[src/verilog/pf_fifo_config.svh]
////////////////////////////////////////
// prefetch FIFO configuration
// word width, RAM address width and
// synchronizer depth
////////////////////////////////////////

`ifndef PF_FIFO_CONFIG_SVH
`define PF_FIFO_CONFIG_SVH

// one FIFO word
`define PF_DATA_W 8

// RAM address bits, depth is 2**PF_ADDR_W
`define PF_ADDR_W 11

// flops per cross-domain pointer synchronizer
`define PF_SYNC_STAGES 2

`endif

[src/verilog/pf_fifo_pkg.sv]
////////////////////////////////////////
// prefetch FIFO shared types
// widths, RAM port structs, fill enum
////////////////////////////////////////

`include "pf_fifo_config.svh"

package pf_fifo_pkg;

  typedef logic [`PF_DATA_W-1:0] data_t;  // one FIFO word
  typedef logic [`PF_ADDR_W-1:0] addr_t;  // RAM address
  typedef logic [`PF_ADDR_W:0]   ptr_t;   // address plus wrap bit, binary or gray

  typedef struct packed {
    logic  en;    // write strobe
    addr_t addr;
    data_t data;
  } ram_wr_t;

  typedef struct packed {
    logic  en;    // read strobe, output holds when low
    addr_t addr;
  } ram_rd_t;

  // words held or in flight in the prefetch stage
  typedef enum logic [1:0] {FILL_0, FILL_1, FILL_2} pf_fill_e;

endpackage

[src/verilog/pf_reg_fifo.sv]
////////////////////////////////////////
// two-entry register FIFO
// holds prefetched words, shows head
////////////////////////////////////////

`timescale 1ns/1ps

module pf_reg_fifo
  import pf_fifo_pkg::*;
(
  input  logic  rd_clk,
  input  logic  rd_rst,
  input  logic  in_valid,
  input  data_t in_data,
  input  logic  out_ready,
  output data_t out_data,
  output logic  out_valid
);

  data_t      slot [2];   // payload, no reset
  logic       wr_sel;     // tail slot
  logic       rd_sel;     // head slot
  logic [1:0] cnt;        // words held, 0..2
  logic       pop;

  assign out_valid = (cnt != 2'd0);
  assign out_data  = slot[rd_sel];       // head word, valid with out_valid
  assign pop       = out_valid & out_ready;

  always_ff @(posedge rd_clk)
  begin
    if (in_valid)
      slot[wr_sel] <= in_data;           // capture RAM output
  end

  always_ff @(posedge rd_clk or posedge rd_rst)
  begin
    if (rd_rst)
    begin
      wr_sel <= 1'b0;
      rd_sel <= 1'b0;
      cnt    <= 2'd0;
    end
    else
    begin
      if (in_valid)
        wr_sel <= ~wr_sel;
      if (pop)
        rd_sel <= ~rd_sel;
      cnt <= cnt + 2'(in_valid) - 2'(pop);
    end
  end

  // prefetch fill rule keeps a word from arriving when both slots are taken
  a_no_overflow: assert property (@(posedge rd_clk) disable iff (rd_rst)
    in_valid |-> (cnt != 2'd2));

endmodule

[config.mk]
export PLATFORM = sky130hd
export DESIGN_NAME = pf_reg_fifo
export DESIGN_NICKNAME = d
export VERILOG_FILES = /design/src/verilog/pf_fifo_pkg.sv /design/src/verilog/pf_reg_fifo.sv
export VERILOG_INCLUDE_DIRS = /design/src /design/src/verilog
export SDC_FILE = /design/constraint.sdc
export NUM_CORES = 1
export LEC_CHECK = 0
export BUFFER_PORTS_ARGS = -buffer_cell sky130_fd_sc_hd__buf_2
export CORE_MARGIN = 1
export CORE_UTILIZATION = 49
export DETAILED_ROUTE_END_ITERATION = 16
export PLACE_DENSITY = 0.8
export RECOVER_POWER = 50
export SLEW_MARGIN = 5
export SYNTH_ARGS = -nofsm -noshare
export SYNTH_HDL_FRONTEND = slang
export SYNTH_SLANG_ARGS = --single-unit
[constraint.sdc]
create_clock -name rd_clk -period 1.7 [get_ports rd_clk]
set_input_delay 0.17 -clock rd_clk [delete_from_list [all_inputs] [get_ports rd_clk]]
set_output_delay 0.17 -clock rd_clk [all_outputs]
set_load 0.005 [all_outputs]
# Word-level counts from Yosys, hierarchy flattened
# Memory sizes are Yosys's and may differ from the RTL's.
# Cells that the tools add are included.
# Widths: inputs -> output; s select.
[totals] reg_bits=4 latch_bits=0 ramBits=16 romBits=0 in_bits=12 out_inout_bits=9 elab_cells=12 n_memories=1
[op_classes] n_addsub=2 mul=0 div_mod_pow=0 order_cmp=0 n_eq_ne=0 shift=0 n_mux=2 n_bitwise=3 n_reduce_logical=1
[mem_list] name="slot" words=2 width=8 rd=1 rd_clocked_by_memory_dff=0 wr=1 line="pf_reg_fifo.sv:20" text="data_t slot [2];"
[op_table] operator="$add 2x1->2" n=1
[op_table] operator="$mux 1" n=2
[op_table] operator="$not 1->1" n=2
[op_table] operator="$reduce_bool 2->1" n=1
[op_table] operator="$sub 2x1->2" n=1
[op_table] operator="$and 1x1->1" n=1

# Longest topological paths before layout
[depth] word_depth=3 depth_mapped=6

# Worst setup path after synthesis
# OpenSTA, ideal clock, no wires.
[synth_path] kind="register to register" from="register cnt[0]" to="register cnt[1]" setup_ns=0.123 arrival_time_ns=1.277 t_required_ns=1.577 path_slack_ns=0.300 path_stages_with_launch=7 path_buffers=0 period_less_slack_ns=1.400 cell_sequence="dfrtp_1 > o21a_1 > ha_1 > inv_1 > ha_1 > xnor2_1 > xnor2_1"
[synth_via] elab_chain_len=3 elab_cells_between_ends=4 cone_classes="2 x add/sub; 1 x bitwise; 1 x reduce/logical"
[synth_rtl] item="start: declaration" line="pf_reg_fifo.sv:23" text="logic [1:0] cnt;"
[synth_rtl] item="start signal: assignment" line="pf_reg_fifo.sv:50" text="cnt <= cnt + 2'(in_valid) - 2'(pop);"
[synth_rtl] item="$reduce_bool 2->1" line="pf_reg_fifo.sv:26" text="assign out_valid = (cnt != 2'd0);"
[synth_rtl] item="$and 1x1->1" line="pf_reg_fifo.sv:28" text="assign pop = out_valid & out_ready;"
[synth_rtl] item="named net pop" line="pf_reg_fifo.sv:24" text="logic pop;"
[synth_rtl] item="$sub 2x1->2" line="pf_reg_fifo.sv:50"
# The timed path passes the listed nets, and every way through them passes these cells.
# A chain may end at the register's enable or synchronous reset.

# Worst setup path after layout
[layout_path] from="register rd_sel" to="output port out_data[7]"
[layout_via] elab_chain_len=1
[layout_rtl] item="start: declaration" line="pf_reg_fifo.sv:22" text="logic rd_sel;"
[layout_rtl] item="start signal: assignment" line="pf_reg_fifo.sv:49" text="rd_sel <= ~rd_sel;"
[layout_rtl] item="$mem_v2 2x8"
[layout_rtl] item="end: declaration" line="pf_reg_fifo.sv:16" text="output data_t out_data,"
# Every way passes these cells.

==> flow_summary_export.csv <==
group,metric,value,unit
die,coreArea,1520,sq um
detailed_routing,vias,412,
placement,dp_hpwl,697,microns
detailed_routing,wl_per_cell,11.0,microns
worst_setup_path,cp-end-kind,"output pin",
run,max_cap_violations,0,
synth,yosysTopAreaCell,"edfxtp_1",
timing,rsz0062_at_grt,"no",
die,start_util,53.1,%
placement,io_buffers,20,
synth,synth_top_area_share,59.4,%
clocking,cts_tree,"built",
clocking,cts_buffers,3,
timing,fmax,625,MHz
final_layout,diodes,0,
clocking,clock_latency,280,ps
clocking,cts.clk_slew.worst_paths,100,ps
worst_setup_path,timing.rr.start,"cnt[0]$_DFF_PP0_",
final_layout,multi_input_area,206,sq um
synth,syn_inst,42,
global_route,antenna_found_initial,0,
pwr,irDropWorstVdd,1.00,mV
global_route,grt_pass1_wl,1550,microns
timing,setup_tns,0,ps
detailed_routing,drt-pass1-iter-count,3,
final_layout,utilization,62.6,%
timing,fin_crit_sh,94.1,%
final_layout,fillers,112,
synth,synth.area.top_cells,"edfxtp_1 59%, mux2_4 15%, dfrtp_1 12%",
detailed_routing,vias_per_cell,4.96,
clocking,post_cts_resize_count,0,
hold_path,holdCritPathClass,"in2reg",
worst_setup_path,required,1530,ps
final_layout,fin_nets,82,
detailed_routing,drt_iter0_drc,4,
clocking,h-tree-depth,1,
worst_setup_path,path_class,"reg2out",
pwr,p_int,1.05,mW
pwr,switching_share,26.7,%
pwr,power_switching,0.382,mW
global_route,grt_pass1_vias,389,
worst_setup_path,r2r-end,"cnt[1]$_DFF_PP0_",
worst_setup_path,crit_fanout,9,
die,die_x,42.6,microns
synth,syn_nets,56,
pwr,p_per_area,1500,nW/um^2
global_route,overflow,0,
synth,ys_seq_area_share,71.7,%
timing,fin_crit,1600,ps
clocking,cts_root_buffer,"clkbuf_4",
worst_setup_path,r2r_slack,230,ps
pwr,clock_power_share,14.6,%
pwr,leakagePower,0.406,nW
worst_setup_path,reg2reg_depth,6,
final_layout,areaGrowthSynthToFinish,17.9,%
placement,pre_cts_slack,243,ps
pwr,finalPower,1.43,mW
detailed_routing,drc_errors,0,
synth,ys_types,12,
synth,ys_warn_count,0,
detailed_routing,wirelength,914,microns
timing,finalClockSkew,5.76,ps
clocking,cts_max_path_buffers,2,
global_route,grt_max_degree,12,
hold_path,whs_path_depth,1,
placement,place.gp.congestion,0.638,
die,die_h,42.6,microns
die,num_io_pins,21,
timing,setup_viol,0,
timing,slew_headroom,65.1,%
timing,fin_ws,101,ps
die,dieArea,1820,sq um
synth,syn_area,810,sq um
final_layout,area.sequential,581,sq um
timing,finalHoldViolCount,0,
timing,slew_viol_final,0,
die,rows,14,
synth,ys_ff_latch,20,
worst_setup_path,arrival,1430,ps
timing,tightest_slew,523,ps
detailed_routing,drtAntennaViolNets,0,
clocking,clkSinkCount,20,
outcome,status,"completed",
synth,synth.avg_cell_area,19.3,sq um
pwr,seqPwrFrac,53.9,%
worst_setup_path,setup.worst_path.end,"out_data[7]",
global_route,groute.usage.overall,11.8,%
pwr,combPwrFrac,31.5,%
final_layout,drive_above_1_share,43.3,%
worst_setup_path,crit_start,"rd_sel$_DFFE_PP0P_",
worst_setup_path,crit_path_start_kind,"flop",
## metal layers
layer / vias to the layer above / GRT usage (%) / wire, microns
met2: 10 / 21.5 / 518
met1: 198 / 12.5 / 360
met5: - / 0 / 0
met4: 0 / 5.63 / 0
met3: 0 / 2.59 / 35
li1: 204 / - / -
## synthesized netlist by cell type (all sizes together)
master  instances
or2             1
nor2b           1
buf             1
mux2            8
inv             3
xnor2           2
edfxtp         16
and2            1
ha              2
xor2            2
dfrtp           4
o21a            1
## cells by family (layout without fill, tap and decap cells)
logic type | after synthesis | in the layout | synth area share [%]
flops | 20 | 20 | 71.7
mux | 8 | 8 | 14.8
xor+xnor | 4 | 4 | 4.33
buf+inv | 4 | 29 | 2.78
simple gates | 3 | 3 | 2.32
fa+ha+maj | 2 | 2 | 3.09
compound gates | 1 | 1 | 0.928
## area by class of cell
type | instances | area share, %
inverters | 3 | 1.18
well taps | 16 | 2.10
flip-flops and latches | 20 | 60.8
multi-input cells | 18 | 21.6
repair buffers | 22 | 11.5
clock buffers | 4 | 2.75
## flip-flops by register name (all words and copies together) (netlist names)
register,flops
slot,16
cnt,2
rd_sel,1
wr_sel,1
## placed cells by master (no fill, tap or decap)
cell type and count:
edfxtp_1 16, xor2_1 2, and2_1 1, xnor2_1 2
or2_2 1, clkbuf_4 3, dlygate4sd3_1 1, inv_1 3
nor2b_1 1, ha_1 2, mux2_4 8, dfrtp_1 4
buf_2 17, clkbuf_1 5, o21a_1 1
## metrics by stage
step                cell area, sq um  hold slack [ps]  std cells
finish                           955             70.8         83
CTS                              962             63.0         83
floorplan                        810            -63.9         42
global placement                 926             59.0         78
global route                     955             45.6         83
detailed placement               926             60.0         78
## worst max-delay path, stage by stage (launching register included)
cell     delay [ps]
dfrtp_1         680
mux2_4          340
buf_2           130
## power groups by stage
stage / Sequential (mW) / Combinational (mW) / Clock (mW)
floorplan: 0.718 / 0.391 / 0
global placement: 0.775 / 0.451 / 0
detailed placement: 0.780 / 0.463 / 0
CTS: 0.769 / 0.467 / 0.218
global route: 0.783 / 0.497 / 0.245
finish: 0.770 / 0.450 / 0.209
## worst min-delay path by stage
stage               startpoint              endpoint  slack (ps)
finish              in_data[3]  slot[1][3]$_DFFE_PP_          70
global route        in_data[4]  slot[1][4]$_DFFE_PP_          50
CTS                 in_data[6]  slot[0][6]$_DFFE_PP_          60
detailed placement      rd_rst      cnt[0]$_DFF_PP0_          60
global placement        rd_rst      cnt[1]$_DFF_PP0_          60
floorplan               rd_rst      cnt[0]$_DFF_PP0_         -60
## what timing repair did
item,4_1_cts,5_1_grt
endpoints found under the hold margin,4,0
buffers inserted,0,0
hold buffers,1,0
Note: power is estimated with default switching activity, not from simulation.
